`src/verilog/tri_pkg.sv`:
```
package tri_pkg;

  ////////////////////
  // Attribute words
  ////////////////////

  // One vertex or color word, three packed fields
  localparam int attr_w = 96;
  localparam int field_w = 32;

  // Field positions inside a vertex word, z sits in the low field
  localparam int x_lsb = 64;
  localparam int y_lsb = 32;

  ////////////////////
  // Buffering
  ////////////////////

  localparam int fifo_depth = 8;
  localparam int fifo_aw = 3;

  ////////////////////
  // Setup arithmetic
  ////////////////////

  // Coordinate difference, one bit wider than a field
  localparam int diff_w = field_w + 1;

  // Doubled signed area, product of two differences
  localparam int area_w = 2 * diff_w;

  // Gather FSM, a capture state names the slot whose read data
  // shows up on the FIFO ports in that cycle
  typedef enum logic [1:0] {
    gs_idle,
    gs_cap0,
    gs_cap1,
    gs_cap2
  } gather_state_t;

endpackage

```
`src/verilog/tri_if.sv`:
```
interface tri_if;

  // Level from gather, high while a complete triangle is held
  logic ready;

  // Single-cycle pulse from setup when it takes the triangle
  logic dequeue;

  // Three vertex/color pairs, stable while ready is high
  logic [tri_pkg::attr_w-1:0] vtx0;
  logic [tri_pkg::attr_w-1:0] vtx1;
  logic [tri_pkg::attr_w-1:0] vtx2;
  logic [tri_pkg::attr_w-1:0] col0;
  logic [tri_pkg::attr_w-1:0] col1;
  logic [tri_pkg::attr_w-1:0] col2;

  modport gather (
    output ready,
    input  dequeue,
    output vtx0, vtx1, vtx2,
    output col0, col1, col2
  );

  modport setup (
    input  ready,
    output dequeue,
    input  vtx0, vtx1, vtx2,
    input  col0, col1, col2
  );

endinterface

```
`src/verilog/tri_gather.sv`:
```
module tri_gather (
  input  logic                       clk,
  input  logic                       rst_n,
  input  logic                       vertex_empty,
  input  logic                       color_empty,
  output logic                       pop,
  input  logic [tri_pkg::attr_w-1:0] vertex_rdata,
  input  logic [tri_pkg::attr_w-1:0] color_rdata,
  tri_if.gather                      tri_bus
);

  tri_pkg::gather_state_t state;
  tri_pkg::gather_state_t state_next;

  // Pairs requested so far, 0 to 3
  logic [1:0] req_count;
  logic       ready_q;
  logic       pairs_avail;

  // Held triangle
  logic [tri_pkg::attr_w-1:0] vtx_q [3];
  logic [tri_pkg::attr_w-1:0] col_q [3];

  ////////////////////
  // Pop decision
  ////////////////////

  // Both streams must have a word so the pairs stay aligned
  assign pairs_avail = !vertex_empty && !color_empty;

  // One strobe goes to both FIFOs; stops once three are requested
  assign pop = pairs_avail && (req_count != 2'd3);

  // The slot for the data arriving next cycle follows the request count
  always_comb
  begin
    state_next = tri_pkg::gs_idle;
    if (pop)
    begin
      case (req_count)
        2'd0:    state_next = tri_pkg::gs_cap0;
        2'd1:    state_next = tri_pkg::gs_cap1;
        2'd2:    state_next = tri_pkg::gs_cap2;
        default: state_next = tri_pkg::gs_idle;
      endcase
    end
  end

  ////////////////////
  // Control
  ////////////////////

  always_ff @(posedge clk or negedge rst_n)
  begin
    if (!rst_n)
    begin
      state     <= tri_pkg::gs_idle;
      req_count <= 2'd0;
      ready_q   <= 1'b0;
    end
    else
    begin
      state <= state_next;
      if (tri_bus.dequeue)
      begin
        // Triangle taken, start over on the next cycle
        req_count <= 2'd0;
        ready_q   <= 1'b0;
      end
      else
      begin
        if (pop)
        begin
          req_count <= req_count + 2'd1;
        end
        // Last slot lands this cycle
        if (state == tri_pkg::gs_cap2)
        begin
          ready_q <= 1'b1;
        end
      end
    end
  end

  ////////////////////
  // Slot capture
  ////////////////////

  always_ff @(posedge clk)
  begin
    case (state)
      tri_pkg::gs_cap0:
      begin
        vtx_q[0] <= vertex_rdata;
        col_q[0] <= color_rdata;
      end
      tri_pkg::gs_cap1:
      begin
        vtx_q[1] <= vertex_rdata;
        col_q[1] <= color_rdata;
      end
      tri_pkg::gs_cap2:
      begin
        vtx_q[2] <= vertex_rdata;
        col_q[2] <= color_rdata;
      end
      default:
      begin
        // Idle, hold whatever is there
      end
    endcase
  end

  assign tri_bus.ready = ready_q;

  assign tri_bus.vtx0 = vtx_q[0];
  assign tri_bus.vtx1 = vtx_q[1];
  assign tri_bus.vtx2 = vtx_q[2];
  assign tri_bus.col0 = col_q[0];
  assign tri_bus.col1 = col_q[1];
  assign tri_bus.col2 = col_q[2];

endmodule

```
`src/flat_wrapper.sv`:
```
// flat-port wrapper written by rule: the top's interface ports become plain ports
module tri_gather_flat 
  (clk, rst_n, vertex_empty, color_empty, pop, vertex_rdata, color_rdata, tri_bus_ready, tri_bus_dequeue, tri_bus_vtx0, tri_bus_vtx1, tri_bus_vtx2, tri_bus_col0, tri_bus_col1, tri_bus_col2);
  tri_if tri_bus_i ();
  input  logic clk;
  input  logic rst_n;
  input  logic vertex_empty;
  input  logic color_empty;
  output logic pop;
  input  logic [tri_pkg::attr_w-1:0] vertex_rdata;
  input  logic [tri_pkg::attr_w-1:0] color_rdata;
  output wire logic [$bits(tri_bus_i.ready)-1:0] tri_bus_ready;
  input wire logic [$bits(tri_bus_i.dequeue)-1:0] tri_bus_dequeue;
  output wire logic [$bits(tri_bus_i.vtx0)-1:0] tri_bus_vtx0;
  output wire logic [$bits(tri_bus_i.vtx1)-1:0] tri_bus_vtx1;
  output wire logic [$bits(tri_bus_i.vtx2)-1:0] tri_bus_vtx2;
  output wire logic [$bits(tri_bus_i.col0)-1:0] tri_bus_col0;
  output wire logic [$bits(tri_bus_i.col1)-1:0] tri_bus_col1;
  output wire logic [$bits(tri_bus_i.col2)-1:0] tri_bus_col2;
  assign tri_bus_ready = tri_bus_i.ready;
  assign tri_bus_i.dequeue = tri_bus_dequeue;
  assign tri_bus_vtx0 = tri_bus_i.vtx0;
  assign tri_bus_vtx1 = tri_bus_i.vtx1;
  assign tri_bus_vtx2 = tri_bus_i.vtx2;
  assign tri_bus_col0 = tri_bus_i.col0;
  assign tri_bus_col1 = tri_bus_i.col1;
  assign tri_bus_col2 = tri_bus_i.col2;
  tri_gather u_core (.clk(clk), .rst_n(rst_n), .vertex_empty(vertex_empty), .color_empty(color_empty), .pop(pop), .vertex_rdata(vertex_rdata), .color_rdata(color_rdata), .tri_bus(tri_bus_i));
endmodule
```
`config.mk`:
```
export PLATFORM = sky130hd
export DESIGN_NAME = tri_gather_flat
export DESIGN_NICKNAME = d
export VERILOG_FILES = /design/src/verilog/tri_pkg.sv /design/src/verilog/tri_if.sv /design/src/verilog/tri_gather.sv /design/src/flat_wrapper.sv
export SDC_FILE = /design/constraint.sdc
export NUM_CORES = 1
export LEC_CHECK = 0
export BUFFER_PORTS_ARGS = -buffer_cell sky130_fd_sc_hd__buf_2
export CAP_MARGIN = 40
export CORE_AREA = 8 8 300 302
export CTS_BUF_LIST = sky130_fd_sc_hd__clkbuf_16
export CTS_CLUSTER_DIAMETER = 120
export DETAILED_ROUTE_END_ITERATION = 10
export DIE_AREA = 0 0 308 310
export PLACE_DENSITY_LB_ADDON = 0.25
export RECOVER_POWER = 50
export SYNTH_ARGS = -nofsm -noshare
export SYNTH_HDL_FRONTEND = slang
export SYNTH_SLANG_ARGS = --single-unit
```
`constraint.sdc`:
```
create_clock -name clk -period 10.1 [get_ports clk]
set_input_delay 2.02 -clock clk [delete_from_list [all_inputs] [get_ports clk]]
set_output_delay 2.02 -clock clk [all_outputs]
set_load 0.005 [all_outputs]
```
==> flow_summary.toml <==
[worst_hold_path]
hold_class = "reg -> reg"
hold_depth = 2
min-delay-start = "u_core.tri_bus.ready"

[place]
dp.final_hpwl_um = 39370
gp_congestion = 0.7839
post-place-ws_ns = 5.429
io_buffers = 774

[worst_setup_path]
required_ns = 10.22
endpoint_kind = "flip-flop"
regToRegStartpoint = "u_core.state[0]"
worstRegToRegCells = 3
cp_cell_sequence = "and2_0 > clkbuf_1 > clkbuf_1"
crit_path_max_fanout = 57
worst-setup-path-type = "reg -> reg"
cp_slowest_cell = "clkbuf_1"
crit_path_start_kind = "flip-flop"
cpMostUsedCell = "clkbuf_1"
cp.arrival_ns = 6.15
startpoint = "u_core.state[0]"
crit_path_max_incr_delay_ns = 2.55

[synth]
synth_mux_area_frac = 0
yosys.area_share.simple = 0.002779
synth_cell_types = 13
synth_seq_cells = 581
synthXorXnorAreaFrac = 0
netlist_instances = 600
synth_edf_count = 576
synthFlopType = "edfxtp_1"
ys_seq_area_frac = 0.9923
synth_top_family_by_area = "simple AND/OR/NAND/NOR gates"
syn_area_um2 = 17560
syn-num-nets = 800
synth-adder-area-share = 0.002138
postSynthAreaPerCell_um2 = 29.26
ys_warn_count = 0
synth_compound_area_frac = 0.002138
async_flop_share = 0.008606

[drt]
postRouteAntennaNets = 0
drc = 0
viasPerCell = 3.553
vias = 9447
drt_iter0_drc = 433
drt_wl_total_um = 53480
drtPass1Iterations = 4
post_drt_wl_per_cell_um = 20.11

[die]
die_y_um = 310
start_util = 0.2049
die_area_um2 = 95480
core_area_um2 = 85670
num_io_pins = 775
die_x_um = 308
rows = 108

[sta]
fin_skew_ns = 0.01158
hold_viol = 0
max_freq_mhz = 165.9
report.final.setup_viol = 0
maxSlewViolCount = 220
min_period_ns = 6.027
grt_setup_unrepaired = "false"
worstMarginPinSlew_ns = 3.614
tns_ns = 0
relSlewSlack = -1.409
fin_ws_ns = 4.073
min_period_over_period = 0.5968

[clock_tree]
cts_resized = 0
cts_tree = "yes"
ctsHoldBuffers = 0
cts_buffers = 61
post_cts_buffers = 0
cts.sinks = 581
htree_num_levels = 2
clk_pin_slew_ns = 0.06
clock_latency_ns = 0.60
cts-root-buf = "clkbuf_16"
cts.path.max_buffers = 3

[pwr]
p_leak_nw = 8.950
power_density_nw_per_um2 = 203.7
ir_worst_vdd_v = 0.0001186

[final_layout]
syn2layout_area_growth_pct = 40.74
final_common_cell = "buf_2"
design.final.nets = 1650
layout_common_cells = "buf_2, edfxtp_1, clkbuf_1, clkbuf_16, clkinv_1"
drive_gt1_frac = 0.4493

[global_route]
track_usage = 0.1022
grt_antenna_before_repair = 5
grt_pass1_wl_um = 72140
grt_pass1_vias = 9851
grt_max_degree = 137
globalRouteOverflowTotal = 0

[outcome]
failed_checks = "capacitance limit, slew limit"
outcome = "finished with violations"

[flow_run]
drv_cap = 5
==> layer usage <==
| layer | global-route usage | wire length, um |
|---|---|---|
| met1 | 0.1029 | 17830 |
| met2 | 0.1883 | 28510 |
| met3 | 0.04502 | 5635 |
| met4 | 0.03296 | 1501 |
| met5 | 0 | 0 |
==> state kept, by name, indices dropped and copies added (netlist names) <==
register,flops
u_core.col_q,288
u_core.vtx_q,288
u_core.req_count,2
u_core.state,2
u_core.tri_bus.ready,1
==> final timing paths <==
check / end / slack (ns)
max in group asynchronous: u_core.state[0] / 8.58
min reg2reg: u_core.tri_bus.ready / 0.52
min in group asynchronous: u_core.req_count[0] / 1.28
max: u_core.col_q[0][249] / 4.07
max reg2reg: u_core.col_q[0][249] / 4.07
min: u_core.tri_bus.ready / 0.52
==> worst max-delay path: cells and delay by family, from the launching register on <==
kind / cells / cell delay (ns)
AND/OR/NAND/NOR: 1 / 2.09
flip-flops: 1 / 0.37
buffers and inverters: 2 / 2.93
==> where the power goes <==
group	total [mW]	internal, mW	switching (mW)	leakage [nW]
combinational	0.164	0.0544	0.109	2.64
clock	2.13	1.25	0.887	0.992
sequential	2.74	2.72	0.0132	5.32
total	5.03	4.03	1.01	8.95
==> cell usage after synthesis (2+ instances only) <==
library cell  instances  area (um^2)
nor2b_1               2        12.51
ha_1                  3        37.54
a21oi_1               3        15.01
inv_1                 3        11.26
dfrtp_1               5        125.1
o31ai_1               2        15.01
edfxtp_1            576        17300
==> stage by stage <==
step / util / instance area (um^2) / power [mW] / std cells / hold WS (ns)
global route: 0.2883 / 24700 / 5.219 / 2656 / 0.5409
detailed placement: 0.2695 / 23090 / 2.971 / 2542 / 0.5084
CTS: 0.2920 / 25020 / 5.132 / 2655 / 0.5262
floorplan: - / 17560 / 2.841 / 600 / 0.4859
global placement: 0.2681 / 22970 / 2.963 / 2537 / 0.4840
finish: 0.2884 / 24710 / 5.034 / 2659 / 0.5244
==> area by class of cell <==
type | instances | area (um^2)
sequential | 581 | 17420
antenna | 4 | 10.01
tap | 1155 | 1445
inverter | 3 | 11.26
fill | 8749 | 60960
timing repair buffer | 787 | 3767
clock buffer | 63 | 1577
clock inverter | 50 | 352.8
multi-input combinational | 16 | 123.9
==> cells by family (layout without fill, tap and decap cells) <==
family	count (synthesis)	in the layout
simple gates	7	7
fa+ha+maj	3	3
other cells	0	4
flops	581	581
buf+inv	3	903
compound gates	6	6
(Power assumes the default switching activity.)
