$ cat config.mk
export PLATFORM = sky130hd
export DESIGN_NAME = attr_fifo
export DESIGN_NICKNAME = d
export VERILOG_FILES = /design/src/verilog/tri_pkg.sv /design/src/verilog/attr_fifo.sv
export SDC_FILE = /design/constraint.sdc
export NUM_CORES = 1
export LEC_CHECK = 0
export ABC_AREA = 1
export BUFFER_PORTS_ARGS = -buffer_cell sky130_fd_sc_hd__clkbuf_2
export CAP_MARGIN = 20
export CORE_AREA = 4 4 265 319
export DETAILED_ROUTE_END_ITERATION = 6
export DIE_AREA = 0 0 269 323
export SLEW_MARGIN = 30
export SYNTH_ARGS = -nofsm -noshare
export SYNTH_HDL_FRONTEND = slang
export SYNTH_SLANG_ARGS = --single-unit
export TNS_END_PERCENT = 5
$ cat constraint.sdc
create_clock -name clk -period 18.1 [get_ports clk]
set_input_delay 0.905 -clock clk [delete_from_list [all_inputs] [get_ports clk]]
set_output_delay 0.905 -clock clk [all_outputs]
set_load 0.005 [all_outputs]
$ cat src/verilog/tri_pkg.sv
package tri_pkg;

  ////////////////////
  // Attribute words
  ////////////////////

  // One vertex or color word, three packed fields
  localparam int attr_w = 96;
  localparam int field_w = 32;

  // Field positions inside a vertex word, z sits in the low field
  localparam int x_lsb = 64;
  localparam int y_lsb = 32;

  ////////////////////
  // Buffering
  ////////////////////

  localparam int fifo_depth = 8;
  localparam int fifo_aw = 3;

  ////////////////////
  // Setup arithmetic
  ////////////////////

  // Coordinate difference, one bit wider than a field
  localparam int diff_w = field_w + 1;

  // Doubled signed area, product of two differences
  localparam int area_w = 2 * diff_w;

  // Gather FSM, a capture state names the slot whose read data
  // shows up on the FIFO ports in that cycle
  typedef enum logic [1:0] {
    gs_idle,
    gs_cap0,
    gs_cap1,
    gs_cap2
  } gather_state_t;

endpackage

$ cat src/verilog/attr_fifo.sv
module attr_fifo (
  input  logic                       clk,
  input  logic                       rst_n,
  input  logic                       push,
  input  logic [tri_pkg::attr_w-1:0] wdata,
  output logic                       full,
  input  logic                       pop,
  output logic [tri_pkg::attr_w-1:0] rdata,
  output logic                       empty
);

  logic [tri_pkg::attr_w-1:0] mem [tri_pkg::fifo_depth];

  logic [tri_pkg::fifo_aw-1:0] wr_ptr;
  logic [tri_pkg::fifo_aw-1:0] rd_ptr;
  logic [tri_pkg::fifo_aw:0]   count;

  logic do_push;
  logic do_pop;

  // Overflowing pushes and underflowing pops are dropped
  assign do_push = push && !full;
  assign do_pop  = pop && !empty;

  assign full  = (count == (tri_pkg::fifo_aw + 1)'(tri_pkg::fifo_depth));
  assign empty = (count == '0);

  ////////////////////
  // Storage
  ////////////////////

  always_ff @(posedge clk)
  begin
    if (do_push)
    begin
      mem[wr_ptr] <= wdata;
    end
    // Read port is registered, word appears the cycle after pop
    if (do_pop)
    begin
      rdata <= mem[rd_ptr];
    end
  end

  ////////////////////
  // Pointers and occupancy
  ////////////////////

  always_ff @(posedge clk or negedge rst_n)
  begin
    if (!rst_n)
    begin
      wr_ptr <= '0;
      rd_ptr <= '0;
      count  <= '0;
    end
    else
    begin
      // Depth is a power of two so pointers wrap on their own
      if (do_push)
      begin
        wr_ptr <= wr_ptr + 1'b1;
      end
      if (do_pop)
      begin
        rd_ptr <= rd_ptr + 1'b1;
      end
      case ({do_push, do_pop})
        2'b10:   count <= count + 1'b1;
        2'b01:   count <= count - 1'b1;
        default: count <= count;
      endcase
    end
  end

endmodule

==> results of run 1 <==
## report_power, final
group          leakage (nW)  switching, mW  internal, mW  total [mW]
logic                  8.12           1.38         0.591        1.97
clock network          1.42          0.748          1.09        1.83
registers              8.03          0.156          2.69        2.84
total                  17.6           2.29          4.36        6.65
## per-layer routing
layer	routed length (µm)	track usage (%)	up-vias	share of wire, %
met5	13	0	-	0.016
met4	1590	5.39	2	2.0
met3	3430	2.94	100	4.3
met2	38500	30.8	395	49
met1	35700	24.5	10607	45
li1	-	-	11296	-
## sequential cells by signal (all words and copies together), names as in the netlist
register / flops
mem: 768
rdata: 96
count: 4
rd_ptr: 3
wr_ptr: 3
## through the flow
step	instances	power [mW]	util (%)	instance area, µm²	hold WS, ps
final	4800	6.65	50.5	41200	139
after global routing	4797	7.12	50.5	41200	123
after CTS	4795	6.75	50.5	41200	100
after detailed placement	4632	4.90	46.9	38300	512
after global placement	4631	4.87	46.8	38200	507
after floorplan	3496	4.32	-	36400	478
## cells in the final DEF (no fill, tap or decap), types with 8 or more instances in the layout
cell | Yosys | layout
nand2_1 | 1272 | 1272
edfxtp_1 | 864 | 864
nor2_1 | 770 | 770
inv_1 | 398 | 396
clkbuf_2 | 0 | 197
clkbuf_16 | 0 | 93
buf_4 | 21 | 26
clkinv_1 | 1 | 23
clkbuf_1 | 19 | 16
clkinv_2 | 0 | 12
bufinv_16 | 0 | 10
buf_6 | 8 | 10
nor3_2 | 0 | 8
## final cells by class
class	count	area, µm²
Clock buffer	111	2410
Fill cell	7095	40400
Sequential cell	874	26200
Antenna cell	5	12.5
Timing Repair Buffer	234	1320
Multi-Input combinational cell	2072	7930
Inverter	399	1510
Clock inverter	52	510
Tap cell	1053	1320
## kinds of logic (layout without fill, tap and decap cells)
logic type | after synthesis | after routing | share of synthesized area, %
fa+ha+maj | 6 | 6 | 0.227
other cells | 0 | 5 | 0
compound gates | 4 | 4 | 0.0550
flops | 874 | 874 | 71.9
simple gates | 2056 | 2056 | 21.2
xor+xnor | 6 | 6 | 0.144
buf+inv | 550 | 796 | 6.41
## worst max-delay path, stage by stage (launching register included)
cell and delay (ps):
dfrtp_4 780, buf_6 630, buf_6 670, buf_6 640, buf_6 670, nand2_1 120
nand2_1 90, nand2_1 50, nand2_1 60, nand2_1 60
## how the worst min path moves through the flow
stage | end | slack [ps] | depth (start not counted)
2_1_floorplan | count[2] | 480 | 2
3_3_place_gp | count[2] | 510 | 2
3_5_place_dp | count[2] | 510 | 2
4_1_cts | rd_ptr[1] | 100 | 1
5_1_grt | rd_ptr[1] | 120 | 1
6_report | rd_ptr[1] | 140 | 1
==> results.py, run 1 <==
metrics = {
    "grt": {
        "first_global_vias": 21428,
        "grt.total_usage_pct": 18.2,
        "antenna_found_initial": 6,
        "grt_first_pass_wirelength_um": 122000,
        "grt_max_degree": 117,
        "overflow": 0,
    },
    "power_and_ir_drop": {
        "cellPowerDensity_nw_per_um2": 161,
        "p_leak_nw": 17.6,
        "vdd_drop_max_v": 0.000110,
    },
    "cts": {
        "cts.repair.resized": 0,
        "numCtsBuffers": 88,
        "clk_pin_slew_ps": 60,
        "cts_tree": "yes",
        "cts_sinks": 874,
        "ctsHoldBuffers": 0,
        "root_buffer": "clkbuf_16",
        "post_cts_buffers": 0,
        "htree_levels": 3,
        "clk-insertion-delay-late_ps": 640,
        "cts_max_path_buffers": 3,
    },
    "worst_setup_path": {
        "criticalPathCategory": "reg -> reg",
        "r2r_start": "rd_ptr[0]",
        "end_kind": "flop",
        "crit_start": "rd_ptr[0]",
        "cp.arrival_ps": 4590,
        "cp-start-kind": "flop",
        "critPathRequiredTime_ps": 18480,
        "endpoint": "rdata[44]",
        "r2r_end": "rdata[44]",
        "reg2regPathDepth": 9,
        "cp_max_fo": 110,
        "rrSetupSlack_ps": 13890,
    },
    "synthesis": {
        "syn_inst": 3496,
        "yosysMostFrequentCell": "nand2_1",
        "synth_seq_cells": 874,
        "ys_warn_count": 0,
        "synth.distinct_cells": 20,
        "synth_edf_count": 864,
        "synthesis.nets": 3602,
        "synth_area_leader_cell": "edfxtp_1",
        "synth_area_um2": 36400,
        "synthArstFlopShare_pct": 1.14,
        "yosysTopAreaCellShare_pct": 71.2,
        "synthTopCellsByArea": "edfxtp_1, nand2_1, nor2_1",
        "syn_avg_cell_area_um2": 10.4,
        "yosysSeqAreaShare_pct": 71.9,
        "synth_ff_type": "edfxtp_1",
        "synth_common_cells": "nand2_1, edfxtp_1, nor2_1",
    },
    "floorplan": {
        "ioPinCount": 198,
        "dieHeight_um": 323,
        "start_util_pct": 44.6,
        "coreArea_um2": 81600,
        "die-area_um2": 86900,
        "rows": 115,
        "die_w_um": 269,
    },
    "drt": {
        "drt-total-wl_um": 79200,
        "routedWlPerCell_um": 16.5,
        "ant_nets": 0,
        "vias": 22400,
        "vias_per_cell": 4.67,
        "drc_errors": 0,
        "drtIter0Drc": 1498,
        "drtPass1Iterations": 4,
    },
    "placement": {
        "port_buffers": 197,
        "dp_hpwl_um": 42600,
        "place_congestion": 0.737,
        "pre_cts_ws_ps": 12850,
    },
    "timing": {
        "drv_slew": 0,
        "fin_crit_sh_pct": 23.2,
        "clock_skew_ps": 17.5,
        "period_minus_slack_ps": 4210,
        "worstMarginPinSlew_ps": 948,
        "setup_ws_ps": 13890,
        "final-setup-viol-count": 0,
        "rsz0062_at_grt": "no",
        "fmax_mhz": 238,
        "slew_headroom_pct": 36.8,
        "final.setup.tns_ps": 0,
        "final-hold-violation-count": 0,
    },
    "worst_hold_path": {
        "min_path_type": "in -> async",
    },
    "outcome": {
        "outcome": "finished, final reports clean",
    },
    "layout": {
        "area_growth_pct": 13.2,
        "drive_above_1_share_pct": 9.97,
        "finalNetCount": 3775,
    },
    "job": {
        "maxCapViolations": 0,
    },
}
Power figures use the tool's default switching activity.
==> run 2, diff against run 1 <==
- clock period: 18.1 -> 3.4 ns (I/O delays scaled with it)
==> results.py, run 2 (synthesis results as in run 1) <==
metrics = {
    "placement": {
        "pre_cts_ws_ps": 999,
        "port_buffers": 197,
        "place_congestion": 0.733,
        "dp_hpwl_um": 40600,
    },
    "timing": {
        "drv_slew": 0,
        "fin_crit_sh_pct": 71.4,
        "fmax_mhz": 412,
        "final-setup-viol-count": 0,
        "setup_ws_ps": 972,
        "rsz0062_at_grt": "no",
        "worstMarginPinSlew_ps": 882,
        "clock_skew_ps": 13.6,
        "slew_headroom_pct": 41.2,
        "period_minus_slack_ps": 2430,
        "final.setup.tns_ps": 0,
        "holdWs_ps": 362,
        "final-hold-violation-count": 0,
    },
    "layout": {
        "drive_above_1_share_pct": 10.2,
        "multi_input_area_um2": 7990,
        "regArea_um2": 26200,
        "reg_top3": "mem: 768 flops, rdata: 96 flops, count: 4 flops",
        "largest_register_ffs": 768,
        "layout_common_cells": "nand2_1, edfxtp_1, nor2_1, inv_1, clkbuf_2",
        "largest_register": "mem",
        "final_common_cell": "nand2_1",
        "finalNetCount": 3891,
        "area_growth_pct": 17.3,
        "fill_cells": 7023,
    },
    "job": {
        "maxCapViolations": 0,
    },
    "drt": {
        "drtIter0Drc": 1430,
        "drc_errors": 0,
        "wl_met1_um": 33900,
        "drt-total-wl_um": 77700,
        "routedWlPerCell_um": 15.8,
        "drtPass1Iterations": 7,
        "ant_nets": 0,
        "vias_per_cell": 4.61,
        "vias": 22680,
        "route.met2.wl_um": 39300,
        "routed.top_layer": "met4",
        "met3_length_um": 3150,
    },
    "floorplan": {
        "die-area_um2": 86900,
        "rows": 115,
        "die_w_um": 269,
        "start_util_pct": 44.6,
        "dieHeight_um": 323,
        "ioPinCount": 198,
        "coreArea_um2": 81600,
    },
    "grt": {
        "overflow": 0,
        "grt_max_degree": 132,
        "first_global_vias": 21456,
        "antenna_found_initial": 4,
        "grt.total_usage_pct": 17.8,
        "grt_first_pass_wirelength_um": 120000,
    },
    "worst_setup_path": {
        "cp-start-kind": "flop",
        "end_kind": "flop",
        "criticalPathCategory": "reg -> reg",
        "r2r_start": "count[1]",
        "rrSetupSlack_ps": 970,
        "cp.arrival_ps": 2950,
        "critPathRequiredTime_ps": 3920,
        "cp_max_fo": 13,
        "reg2regPathDepth": 10,
        "r2r_end": "count[3]",
    },
    "worst_hold_path": {
        "min_path_type": "in -> reg",
        "min_to": "wr_ptr[1]",
        "holdPathStages": 4,
        "hp-start": "push",
    },
    "cts": {
        "clk-insertion-delay-late_ps": 630,
        "cts_max_path_buffers": 3,
        "root_buffer": "clkbuf_16",
        "cts_sinks": 874,
        "clk_pin_slew_ps": 60,
        "cts_tree": "yes",
        "htree_levels": 3,
        "post_cts_buffers": 0,
        "numCtsBuffers": 89,
    },
    "power_and_ir_drop": {
        "p_leak_nw": 18.2,
        "vdd_drop_max_v": 0.000740,
        "cellPowerDensity_nw_per_um2": 838,
    },
    "outcome": {
        "outcome": "finished, final reports clean",
    },
}
run 2: cell count changes in the layout (fill, tap and decap cells not counted), moves of 2 or more:
cell	before	now
nand2_1	1272	1270
clkbuf_16	93	97
clkinv_2	12	15
buf_6	10	0
buf_4	26	22
clkinv_1	23	16
nand2_2	0	2
nor3_4	0	8
buf_12	0	30
dlygate4sd3_1	0	100
clkbuf_1	16	24
bufinv_16	10	7
nor3_2	8	0
run 2: power by group:
group          internal (mW)  switching [mW]
clock                   5.74            3.97
sequential              14.3           0.673
combinational           3.56            7.57
run 2: layout make-up:
cell class / count / share of cell area [%]
inverter: 399 / 3.53
tap: 1053 / 3.08
antenna: 4 / 0.0234
clock inverter: 44 / 0.923
multi-input combinational: 2072 / 18.7
clock buffer: 122 / 5.93
timing repair buffer: 349 / 6.45
sequential: 874 / 61.4
run 2: critical path, stage by stage (launching register included):
cell,delay (ps)
dfrtp_1,410
nor2_1,160
nand3_1,150
nand2_2,430
ha_1,350
ha_1,290
or2_2,310
nand2_1,80
nand2_1,50
nand3_1,60
nand2_1,40
run 2: through the flow:
step                      cell area, µm²  total power, mW  instances  util (%)
final                              42700             35.8       4917      52.3
after global routing               42700             38.3       4916      52.3
after CTS                          42700             36.3       4913      52.3
after detailed placement           38800             26.4       4647      47.5
after global placement             38800             26.3       4647      47.5
after floorplan                    36500             22.9       3496         -
run 2: how the worst max path moves through the flow:
stage | to | depth (start not counted) | slack [ps] | from
2_1_floorplan | mem[0][0] | 5 | -160 | count[0]
3_3_place_gp | count[3] | 10 | 990 | count[1]
3_5_place_dp | count[3] | 10 | 1000 | count[1]
4_1_cts | count[3] | 10 | 980 | count[1]
5_1_grt | count[3] | 10 | 810 | count[1]
6_report | count[3] | 10 | 970 | count[1]
run 2: metal layers:
metal  track usage [%]  vias up
met5                 0        -
met4              4.30        0
met3              2.78      107
met2              31.6      385
met1              23.1    10643
li1                  -    11545
run 2: repair_timing:
item                                   in CTS  in global routing
hold buffers                              100                  0
endpoints found under the hold margin     782                  0
resized for setup                           0                  0
